==> src/source/servo_pkg.sv <==
// widths and configuration word layout shared by the laser servo modules, imported where needed

package servo_pkg;

	////////////////////////////////////////////////////////////
	// datapath widths
	////////////////////////////////////////////////////////////

	// raw ADC sample, already parallel
	localparam int RAW_W = 16;
	// internal signal width through the filters
	localparam int SIGNAL_W = 24;
	// signed filter coefficient
	localparam int COEF_W = 35;
	// binary point of a coefficient
	localparam int COEF_FRAC = 32;

	////////////////////////////////////////////////////////////
	// per channel configuration word
	////////////////////////////////////////////////////////////

	localparam int CFG_W = 160;
	// filter enable
	localparam int CFG_ON_BIT = 0;
	// feedback coefficient a1
	localparam int CFG_A1_LSB = 16;
	// current input coefficient b0
	localparam int CFG_B0_LSB = 64;
	// previous input coefficient b1
	localparam int CFG_B1_LSB = 112;
	// front-end gain code, two bits at the top of the word
	localparam int CFG_GAIN_LSB = 152;

	////////////////////////////////////////////////////////////
	// converters
	////////////////////////////////////////////////////////////

	// parallel fast DAC
	localparam int FAST_DAC_W = 16;
	// slow DAC word
	localparam int SLOW_DAC_W = 20;
	// ADC channel count
	localparam int N_CH = 2;

endpackage

==> src/source/dac_output.sv <==
// output side of the servo; truncates and registers the fast and slow DAC words, toggles DCI
`timescale 1ns/10ps

module dac_output #(
	parameter int SIGNAL_W = 24
) (
	input  logic                                 clk1,
	input  logic                                 i_arst_n,
	input  logic signed [SIGNAL_W-1:0]           i_error,
	input  logic signed [SIGNAL_W-1:0]           i_filt0,
	output logic        [servo_pkg::FAST_DAC_W-1:0] o_dac_fast_data,
	output logic                                 o_dac_dci,
	output logic        [servo_pkg::SLOW_DAC_W-1:0] o_dac_slow_data
);

	import servo_pkg::*;

	////////////////////////////////////////////////////////////
	// DAC words
	////////////////////////////////////////////////////////////

	logic [FAST_DAC_W-1:0] fast_word;
	logic [SLOW_DAC_W-1:0] slow_word;

	// keep the msbs, low bits dropped
	assign fast_word = i_error[SIGNAL_W-1 -: FAST_DAC_W];
	assign slow_word = i_filt0[SIGNAL_W-1 -: SLOW_DAC_W];

	// pins read zero through reset
	always_ff @(posedge clk1 or negedge i_arst_n) begin
		if (!i_arst_n) begin
			o_dac_fast_data <= '0;
			o_dac_slow_data <= '0;
		end else begin
			o_dac_fast_data <= fast_word;
			o_dac_slow_data <= slow_word;
		end
	end

	////////////////////////////////////////////////////////////
	// data clock
	////////////////////////////////////////////////////////////

	// half rate DCI for the parallel DAC
	always_ff @(posedge clk1 or negedge i_arst_n) begin
		if (!i_arst_n) begin
			o_dac_dci <= 1'b0;
		end else begin
			o_dac_dci <= ~o_dac_dci;
		end
	end

	// no missed toggles once running
	a_dci_toggle : assert property (
		@(posedge clk1) disable iff (!i_arst_n)
		$past(i_arst_n) |-> (o_dac_dci != $past(o_dac_dci))
	) else $error("dac_output: data clock failed to toggle");

endmodule

==> config.mk <==
export PLATFORM = sky130hd
export DESIGN_NAME = dac_output
export DESIGN_NICKNAME = d
export VERILOG_FILES = /design/src/source/servo_pkg.sv /design/src/source/dac_output.sv
export SDC_FILE = /design/constraint.sdc
export NUM_CORES = 1
export LEC_CHECK = 0
export BUFFER_PORTS_ARGS = -buffer_cell sky130_fd_sc_hd__clkbuf_2
export CORE_MARGIN = 2
export CORE_UTILIZATION = 31
export CTS_BUF_LIST = sky130_fd_sc_hd__clkbuf_16
export CTS_CLUSTER_SIZE = 20
export DETAILED_ROUTE_END_ITERATION = 12
export GPL_TIMING_DRIVEN = 1
export PLACE_DENSITY_LB_ADDON = 0.25
export SYNTH_ARGS = -nofsm -noshare
export SYNTH_HDL_FRONTEND = slang
export SYNTH_SLANG_ARGS = --single-unit
==> constraint.sdc <==
create_clock -name clk1 -period 0.8 [get_ports clk1]
set_input_delay 0 -clock clk1 [delete_from_list [all_inputs] [get_ports clk1]]
set_output_delay 0 -clock clk1 [all_outputs]
set_load 0.005 [all_outputs]
After elaboration in Yosys (flattened, before gate mapping). Index checks and enable logic that the tools add are counted.

Flip-flop bits (word level): 37. Bits of input ports: 50. Output and inout port bits: 37. Word-level logic and storage cells: 4.

Bitwise operators: 1.

Operators with widths (number): 1-bit inverter (1).

Logic depth before layout (Yosys ltp).
Depth after elaboration: 1. Depth in mapped cells: 1. Mapped depth without buffers: 1.

Least setup slack after synthesis. No wires, ideal clock.

Path kind: register -> register. Start point: reg o_dac_dci. End point: reg o_dac_dci. Setup time: 0.116 ns. Arrival: 0.369 ns. Required time: 0.684 ns. Path slack: 0.315 ns. Cell stages (with the launch flop): 2. Buffers on the path: 0. Clock period less this slack: 0.485 ns. Cell sequence: dfrtp_1 > inv_1.

Cells in the longest elaborated chain, start to end: 1.

Ends and longest elaborated chain: start: declaration (RTL line dac_output.sv:12) `output logic o_dac_dci,`; start signal: assignment (RTL line dac_output.sv:49) `o_dac_dci <= ~o_dac_dci;`; 1-bit inverter (RTL line dac_output.sv:49).

No other way between the ends.

Worst setup path in the final report.
Start point: reg o_dac_dci. End point: out o_dac_dci.

No word-level cell between the ends.

==> run metrics <==
top cell type's share of synthesized area 99.60%; relative slew slack between 80 and 90%; CTS Root Cell clkbuf_16; DIE WIDTH approximately 60 µm; dpl ws 0.3159 ns; CTS tree done; CTS Buffer Depth 2; CP bufs+invs 1; status finished, violations left; RSZ-0062 raised after global routing false; Initial Util between 30% and 40%; IO buf count between 70 and 80; global-route wire length before repair 3436 µm; setup violators final 0; initial antenna violation count 0; CTS sink cnt 37; Worst setup EP type primary output; Distinct cells, synth 2; ant diodes 0; Slowest-stage cell, CP dfrtp_1; worst reg2reg startpoint o_dac_dci$_DFF_PN0_; Synth area leaders dfrtp_1 (100%), inv_1 (0.40%); final WL around 2100 µm; total CTS buffers 5; CTS H-tree depth 2; Syn. warnings 0; hpwl dp 1378 µm; PD cells roughly 2200 mW/mm²; Max FO, Critical Path 2; WP data required 0.80 ns; Top delay family on crit path flip-flops; Gate Count Post-Synth 38; fraction of the cycle the final worst path needs 93.11%; worst-skew pair later-pin latency 0.26 ns; layout cells sized above 1 between 50% and 60%; slowest stage delay, CP 0.37 ns; post-synth top area cell dfrtp_1; fin. max-slew vios 0; Comb pwr share 9.3%; Psw 0.7488 mW; number of max-cap violations 0; Seq/Total Area, Yosys 99.60%; fin worst setup slack 0.05510 ns; gpl congestion 0.6429; sw frac 18.35%; Final nets roughly 210; dpl cell area between 0.001 and 0.0015 mm²; Antenna Nets Post-Route 0; Final min period 0.7449 ns; Die ar. 0.003453 mm²; post-synthesis cell area 929.6 µm²; Final Skew 0 ns; worst vdd rail ir drop 1.828 mV; syn nets 88; largest net degree at the start of global routing 38; critical path cell sequence clkbuf_2; Via Count roughly 740; Hold Crit Class primary input to asynchronous set/reset pin; Synth Area per Inst 24.46 µm²; failing checks DRC; CP Launch Type register; worst hold margin 0.2571 ns; number of global-route vias before repair 815; grt ovf 0; Clk pwr share approximately two fifths; Seq cells post-synth 37; Fin. Hold Viols 0; DRT Pass-1 Iters 7; # rows 19; DRC 4; R2R Setup Slk 0.32 ns; reg2reg path depth 1; Total Routing Usage GR 13.69%; multi-input combinational cell area 0 µm²; IO Pins 87; vias per cell 3.899; register clock-pin slew on the reported worst setup and hold paths 0.05 ns; initial DRC count 10; Fmax achieved 1342 MHz; Area growth syn-to-layout 100.7%; worst reg2reg endpoint o_dac_dci$_DFF_PN0_; Die H 58.76 µm; post-route cell area 0.001866 mm²; core box area 0.002805 mm²; crit path DAT 0.74 ns; WS Path Type register to primary output; Internal 3.331 mW; slew of the pin with the lowest slew margin 0.1898 ns; multi-input gates 0; Final TNS setup 0 ns; register share of total power 48.8%; post-CTS setup buffers 0; leakage about 0.99 nW; routed len/inst between 10 and 15 µm
cells in the mapped netlist:
cell type	number
dfrtp_1	37
inv_1	1
layout make-up:
type,instances,area (µm²)
Fill cell,205,939.7
Sequential cell,37,925.9
Timing Repair Buffer,112,760.7
Clock buffer,5,125.1
Tap cell,31,38.79
Clock inverter,3,11.26
Inverter,1,3.754
power groups by stage:
stage / registers [mW] / clock network [mW] / logic [mW]
final: 1.99 / 1.71 / 0.380
after CTS: 1.99 / 1.76 / 0.384
after global routing: 2.00 / 1.87 / 0.417
after detailed placement: 2.02 / 0 / 0.242
after floorplan: 2.04 / 0 / 0.0000000105
after global placement: 2.02 / 0 / 0.237
cell families after synthesis:
family	after synthesis	share of synthesized area, %
DFF	37	99.60
buffers and inverters	1	0.4034
layout by cell type (no fill, tap or decap):
cell type and instances:
clkbuf_2 74, dlygate4sd3_1 37, dfrtp_1 37, clkbuf_16 5, inv_1 4, buf_12 1
state kept, by name, indices dropped and copies added, names as in the netlist:
register	flops
o_dac_dci	1
o_dac_fast_data	16
o_dac_slow_data	20
routing by layer:
metal / track usage, % / wire length, µm / vias up
met4: 1.948 / 0 / 0
met3: 5.055 / 171 / 0
met1: 13.28 / 688 / 347
met2: 27.46 / 1268 / 39
li1: - / - / 351
met5: 0 / 0 / -
timing repair:
| action | CTS | global route |
|---|---|---|
| hold buffers | 37 | 0 |
| gates resized for setup | 0 | 0 |
| endpoints found under the setup margin | 0 | 0 |
| hold endpoints to repair | 73 | 0 |
stage by stage:
stage                     util, %  instances  power (mW)
after floorplan                 -         38       2.036
after global placement      48.44        144       2.257
after detailed placement    48.44        144       2.266
after CTS                   66.50        189       4.138
after global routing        66.50        189       4.287
final                       66.50        189       4.080
how the worst max path moves through the flow:
| stage | from | end | depth (start not counted) |
|---|---|---|---|
| finish | o_dac_dci$_DFF_PN0_ | o_dac_dci | 1 |
| detailed placement | o_dac_dci$_DFF_PN0_ | o_dac_dci$_DFF_PN0_ | 1 |
| global placement | o_dac_dci$_DFF_PN0_ | o_dac_dci$_DFF_PN0_ | 1 |
| CTS | o_dac_dci$_DFF_PN0_ | o_dac_dci | 1 |
| floorplan | o_dac_dci$_DFF_PN0_ | o_dac_dci$_DFF_PN0_ | 1 |
| global route | o_dac_fast_data[9]$_DFF_PN0_ | o_dac_fast_data[9] | 1 |
Note: power is estimated with default switching activity, not from simulation.
