==> src/source/servo_pkg.sv <==
// widths and configuration word layout shared by the laser servo modules, imported where needed

package servo_pkg;

	////////////////////////////////////////////////////////////
	// datapath widths
	////////////////////////////////////////////////////////////

	// raw ADC sample, already parallel
	localparam int RAW_W = 16;
	// internal signal width through the filters
	localparam int SIGNAL_W = 24;
	// signed filter coefficient
	localparam int COEF_W = 35;
	// binary point of a coefficient
	localparam int COEF_FRAC = 32;

	////////////////////////////////////////////////////////////
	// per channel configuration word
	////////////////////////////////////////////////////////////

	localparam int CFG_W = 160;
	// filter enable
	localparam int CFG_ON_BIT = 0;
	// feedback coefficient a1
	localparam int CFG_A1_LSB = 16;
	// current input coefficient b0
	localparam int CFG_B0_LSB = 64;
	// previous input coefficient b1
	localparam int CFG_B1_LSB = 112;
	// front-end gain code, two bits at the top of the word
	localparam int CFG_GAIN_LSB = 152;

	////////////////////////////////////////////////////////////
	// converters
	////////////////////////////////////////////////////////////

	// parallel fast DAC
	localparam int FAST_DAC_W = 16;
	// slow DAC word
	localparam int SLOW_DAC_W = 20;
	// ADC channel count
	localparam int N_CH = 2;

endpackage

==> src/source/adc_capture.sv <==
// input side of the servo; registers samples and config words, decodes fields, drives the AFE pins
`timescale 1ns/10ps

module adc_capture (
	input  logic                                   clk1,
	input  logic                                   i_arst_n,
	input  logic        [servo_pkg::RAW_W-1:0]     i_adc0_data,
	input  logic        [servo_pkg::RAW_W-1:0]     i_adc1_data,
	input  logic        [servo_pkg::CFG_W-1:0]     i_cfg0,
	input  logic        [servo_pkg::CFG_W-1:0]     i_cfg1,
	output logic        [servo_pkg::RAW_W-1:0]     o_raw0,
	output logic        [servo_pkg::RAW_W-1:0]     o_raw1,
	output logic        [servo_pkg::N_CH-1:0]      o_filt_on,
	output logic signed [servo_pkg::COEF_W-1:0]    o_a1_0,
	output logic signed [servo_pkg::COEF_W-1:0]    o_b0_0,
	output logic signed [servo_pkg::COEF_W-1:0]    o_b1_0,
	output logic signed [servo_pkg::COEF_W-1:0]    o_a1_1,
	output logic signed [servo_pkg::COEF_W-1:0]    o_b0_1,
	output logic signed [servo_pkg::COEF_W-1:0]    o_b1_1,
	output logic        [servo_pkg::N_CH-1:0]      o_afe_gainx10,
	output logic        [servo_pkg::N_CH-1:0]      o_afe_nshdn
);

	import servo_pkg::*;

	////////////////////////////////////////////////////////////
	// sample capture
	////////////////////////////////////////////////////////////

	// free running, one sample per clk1
	always_ff @(posedge clk1 or negedge i_arst_n) begin
		if (!i_arst_n) begin
			o_raw0 <= '0;
			o_raw1 <= '0;
		end else begin
			o_raw0 <= i_adc0_data;
			o_raw1 <= i_adc1_data;
		end
	end

	////////////////////////////////////////////////////////////
	// configuration capture
	////////////////////////////////////////////////////////////

	logic [CFG_W-1:0] cfg_q [N_CH];

	// cleared config means filters off, gain code 0
	always_ff @(posedge clk1 or negedge i_arst_n) begin
		if (!i_arst_n) begin
			cfg_q[0] <= '0;
			cfg_q[1] <= '0;
		end else begin
			cfg_q[0] <= i_cfg0;
			cfg_q[1] <= i_cfg1;
		end
	end

	// coefficient fields, same positions in both words
	assign o_a1_0 = cfg_q[0][CFG_A1_LSB +: COEF_W];
	assign o_b0_0 = cfg_q[0][CFG_B0_LSB +: COEF_W];
	assign o_b1_0 = cfg_q[0][CFG_B1_LSB +: COEF_W];
	assign o_a1_1 = cfg_q[1][CFG_A1_LSB +: COEF_W];
	assign o_b0_1 = cfg_q[1][CFG_B0_LSB +: COEF_W];
	assign o_b1_1 = cfg_q[1][CFG_B1_LSB +: COEF_W];

	// enable and gain decode per channel
	for (genvar ch = 0; ch < N_CH; ch++) begin : g_chan
		logic [1:0] gain_code;

		assign gain_code = cfg_q[ch][CFG_GAIN_LSB +: 2];
		assign o_filt_on[ch] = cfg_q[ch][CFG_ON_BIT];
		// x10 stage only for the two low codes
		assign o_afe_gainx10[ch] = (gain_code < 2'd2);
	end

	////////////////////////////////////////////////////////////
	// front-end shutdown
	////////////////////////////////////////////////////////////

	// held in shutdown through reset, wakes on first edge after
	always_ff @(posedge clk1 or negedge i_arst_n) begin
		if (!i_arst_n) begin
			o_afe_nshdn <= '0;
		end else begin
			o_afe_nshdn <= '1;
		end
	end

	// AFE stays awake once the first edge out of reset has passed
	a_nshdn_awake : assert property (
		@(posedge clk1) disable iff (!i_arst_n)
		$past(i_arst_n) |-> (o_afe_nshdn == '1)
	) else $error("adc_capture: front end shut down after reset release");

endmodule

==> config.mk <==
export PLATFORM = sky130hd
export DESIGN_NAME = adc_capture
export DESIGN_NICKNAME = d
export VERILOG_FILES = /design/src/source/servo_pkg.sv /design/src/source/adc_capture.sv
export SDC_FILE = /design/constraint.sdc
export NUM_CORES = 1
export LEC_CHECK = 0
export BUFFER_PORTS_ARGS = -buffer_cell sky130_fd_sc_hd__buf_2
export CORE_AREA = 2 2 237 239
export CTS_CLUSTER_SIZE = 16
export DETAILED_ROUTE_END_ITERATION = 12
export DIE_AREA = 0 0 239 241
export GPL_ROUTABILITY_DRIVEN = 0
export SKIP_LAST_GASP = 1
export SYNTH_ARGS = -nofsm -noshare
export SYNTH_HDL_FRONTEND = slang
export SYNTH_SLANG_ARGS = --single-unit
export TNS_END_PERCENT = 20
==> constraint.sdc <==
create_clock -name clk1 -period 0.92 [get_ports clk1]
set_input_delay 0.276 -clock clk1 [delete_from_list [all_inputs] [get_ports clk1]]
set_output_delay 0.276 -clock clk1 [all_outputs]
set_load 0.02 [all_outputs]
== Yosys cells after proc, flatten, opt, wreduce, memory -nomap -nowiden ==
Cells that the tools add are included.
W data, S select, Z words.
Storage, ports and cells
  register bits after elaboration: 341
  bits in latches: 0
  bits in writable memories: 0
  ROM bits: 0
  output and inout port bits: 248
  word-level logic and storage cells: 7
  memories: 0
Cells by class
  add/subtract/negate cells: 0
  $mul: 0
  div/mod/pow operators: 0
  magnitude comparators: 2
  equality and inequality tests: 0
  shifts and indexed selects: 0
  multiplexer cells: 0
  bitwise gates (word level): 0
  reduce and logical (&&, ||, !) cells: 0
Operators by type and width (count)
  $lt A2 B2 Y1 const B: 2

== Depth between registers and ports, before layout ==
  depth after elaboration: 1
  depth in mapped cells: 1
  depth with buffers taken out: 1

== Least setup slack after synthesis ==
Ideal clock, no wire load.
  path kind: register -> output
  start point: register, netlist name o_afe_nshdn[0]
  end point: output port o_afe_nshdn[1] (netlist name)
  arrival: 613 ps
  required time: 644 ps
  path slack: 31 ps
  cell stages (with the launch flop): 2
  buffers on the path: 1
  path through: dfrtp_1 buf_4
RTL lines
  end, declared: RTL line adc_capture.sv:21  | output logic [servo_pkg::N_CH-1:0] o_afe_nshdn
No word-level cell between the ends.

== Final worst setup path ==
  start point: register cfg_q (netlist bit o_b0_1[29])
  end point: output port o_b0_1[29] (netlist name)
RTL lines
  start, declared: RTL line adc_capture.sv:45  | logic [CFG_W-1:0] cfg_q [N_CH];
  end, declared: RTL line adc_capture.sv:18  | output logic signed [servo_pkg::COEF_W-1:0] o_b0_1,
No word-level cell between the ends.

==> flow_metrics.py <==
metrics = {
    "status": {
        "status": "finished, violations left",
        "violations": "setup timing",
    },
    "power_and_ir_drop": {
        "p_int_uw": 20500,
        "seq_power_share_pct": 43.2,
        "p_switching_uw": 6380,
        "leakage_uw": 0.00668,
        "vdd_drop_max_mv": 1.38,
        "p_total_uw": 26900,
        "switching_share_pct": 23.7,
        "comb_power_share_pct": 12.5,
        "p_clk_share_pct": 44.3,
        "powerDensity_nw_per_um2": 1950,
    },
    "layout": {
        "drive_above_1_share_pct": 53.3,
        "fin_nets": 1400,
        "fin_area_um2": 13800,
        "fillers": 5573,
        "final_util_pct": 25.2,
        "multiInputGateArea_um2": 3.75,
        "areaGrowthSynthToFinish_pct": 77.4,
        "regArea_um2": 6180,
    },
    "worst_setup_path": {
        "startpoint": "o_b0_1[29]",
        "end_kind": "primary output",
        "start_kind": "flop",
        "cp_slowest_cell": "dfrtp_1",
        "slowest_delay_ns": 0.43,
        "cp_top_family": "flip-flops",
        "path_cells": "buf_6",
        "critical_path_class": "flop to primary output",
        "critPathArrivalTime_ns": 1.14,
        "critical_path_depth": 1,
        "path_max_fanout": 1,
        "worst-path-buf-inv": 1,
        "crit_path_end": "o_b0_1[29]",
        "worstPathRequired_ns": 0.64,
    },
    "clocking": {
        "post_cts_buffers": 0,
        "cts_root_buffer": "clkbuf_16",
        "numCtsBuffers": 28,
        "cts_tree": "yes",
        "cts.sink_count": 247,
        "clk_path_buf_depth": 3,
        "clkTransAtPathRegs_ns": 0.06,
        "h-tree-depth": 1,
    },
    "placement": {
        "dp_hpwl_um": 18000,
        "dpl-instance-area_um2": 9930,
        "dpl_worst_slack_ns": 0.0529,
        "port_buffers": 495,
    },
    "logic_synthesis": {
        "synthCells": 463,
        "ys_warn_count": 0,
        "synth_area_um2": 7790,
        "avgSynthCellArea_um2": 16.8,
        "synth-seq-cells": 247,
        "syn-num-nets": 817,
        "ys_seq_area_share_pct": 79.3,
        "synth.distinct_cells": 4,
    },
    "route": {
        "drt_iter0_markers": 121,
        "detail-route-antenna-nets": 0,
        "totalWireLength_um": 26100,
        "wl_per_cell_um": 14.7,
        "vias": 5331,
        "via_per_inst": 3.01,
        "drc": 0,
        "drt_pass1_iterations": 4,
    },
    "sta": {
        "setup_slack_ns": -0.493,
        "min_period_ns": 1.41,
        "rsz0062_at_grt": "true",
        "fmax_ghz": 0.708,
        "hold_viol": 0,
        "setup_viol_count_final": 248,
        "period_share_pct": 154,
        "worst_hold_slack_ns": 0.166,
        "slew_viol_final": 0,
    },
    "floorplanning": {
        "fp.dieW_um": 239,
        "core_area_um2": 54900,
        "fp.dieH_um": 241,
        "rows": 86,
        "ios": 602,
        "start_util_pct": 14.2,
        "dieArea_um2": 57600,
    },
    "global_route": {
        "grt_max_degree": 30,
        "grt_overflow": 0,
        "antenna_found_initial": 6,
        "grt_pass1_wl_um": 36200,
        "grt_use_total_pct": 8.45,
        "grt_pass1_vias": 6320,
    },
    "hold_path": {
        "hp-class": "input port to async pin",
    },
    "job": {
        "drv_cap": 0,
    },
}
## power by group through the flow
stage	Sequential (µW)	Clock (µW)	Combinational [µW]
2_1_floorplan	11800	0	1350
3_3_place_gp	11800	0	2350
3_5_place_dp	11800	0	2380
4_1_cts	11600	12500	3350
5_1_grt	11700	12800	3610
6_report	11600	11900	3380
## how the worst min path moves through the flow
stage / startpoint / to / slack [ns] / cells past startpoint
after global placement: i_arst_n / o_a1_1[0] / 0.13 / 1
final: i_arst_n / o_a1_1[0] / 0.17 / 2
after detailed placement: i_arst_n / o_b0_0[22] / 0.13 / 1
after CTS: i_arst_n / o_a1_1[0] / 0.10 / 2
after global routing: i_arst_n / o_a1_1[0] / 0.14 / 2
after floorplan: i_arst_n / cfg_q[153] / -0.02 / 0
## state kept, by name (all words and copies together) (netlist names), 2 cells and up
name / flops
o_raw0: 16
o_a1_1: 35
o_b1_0: 35
cfg_q: 2
o_filt_on: 2
o_b0_0: 35
o_b0_1: 35
o_raw1: 16
o_b1_1: 35
o_a1_0: 35
## per-stage QoR
stage,TNS [ns],instances
3_3_place_gp,0,1473
3_5_place_dp,0,1473
4_1_cts,-120.74,1770
6_report,-106.29,1772
2_1_floorplan,0,463
5_1_grt,-120.33,1771
## cells in the mapped netlist
cell type  count  area share, %
buf_4        213             21
conb_1         1          0.048
dfrtp_1      247             79
inv_1          2          0.096
## routing by layer
metal  global-route usage (%)  up-vias  part of all wire [%]
li1                         -     2369                     -
met1                     8.69     2591                    35
met2                     15.4      311                    51
met3                     3.50       52                    10
met4                     2.92        8                   3.0
met5                        0        -                  0.20
## layout make-up
type,instances,share of cell area [%]
Timing Repair Buffer,766,41.6
Clock buffer,34,5.60
Sequential cell,247,44.7
Clock inverter,16,1.62
Tap cell,704,6.37
Inverter,2,0.0543
Antenna cell,2,0.0362
Multi-Input combinational cell,1,0.0272
## placed cells by master (no fill, tap or decap), types with 3 or more instances in the layout
cell / n
dlygate4sd3_1: 247
clkbuf_8: 3
clkinv_2: 5
buf_6: 67
buf_12: 15
clkbuf_16: 29
buf_2: 427
dfrtp_1: 247
clkinvlp_4: 3
buf_4: 9
bufinv_16: 5
## logic make-up after synthesis
logic type             count (synthesis)  share of synthesized area, %
DFF                                  247                          79.3
buffers and inverters                215                          20.6
other                                  1                        0.0481
## repair_timing
| action | 4_1_cts | 5_1_grt |
|---|---|---|
| hold buffers | 247 | 0 |
| resized for setup | 98 | 39 |
| endpoints found under the hold margin | 493 | 0 |
| endpoints found under the setup margin | 248 | 248 |
Power figures use the tool's default switching activity.
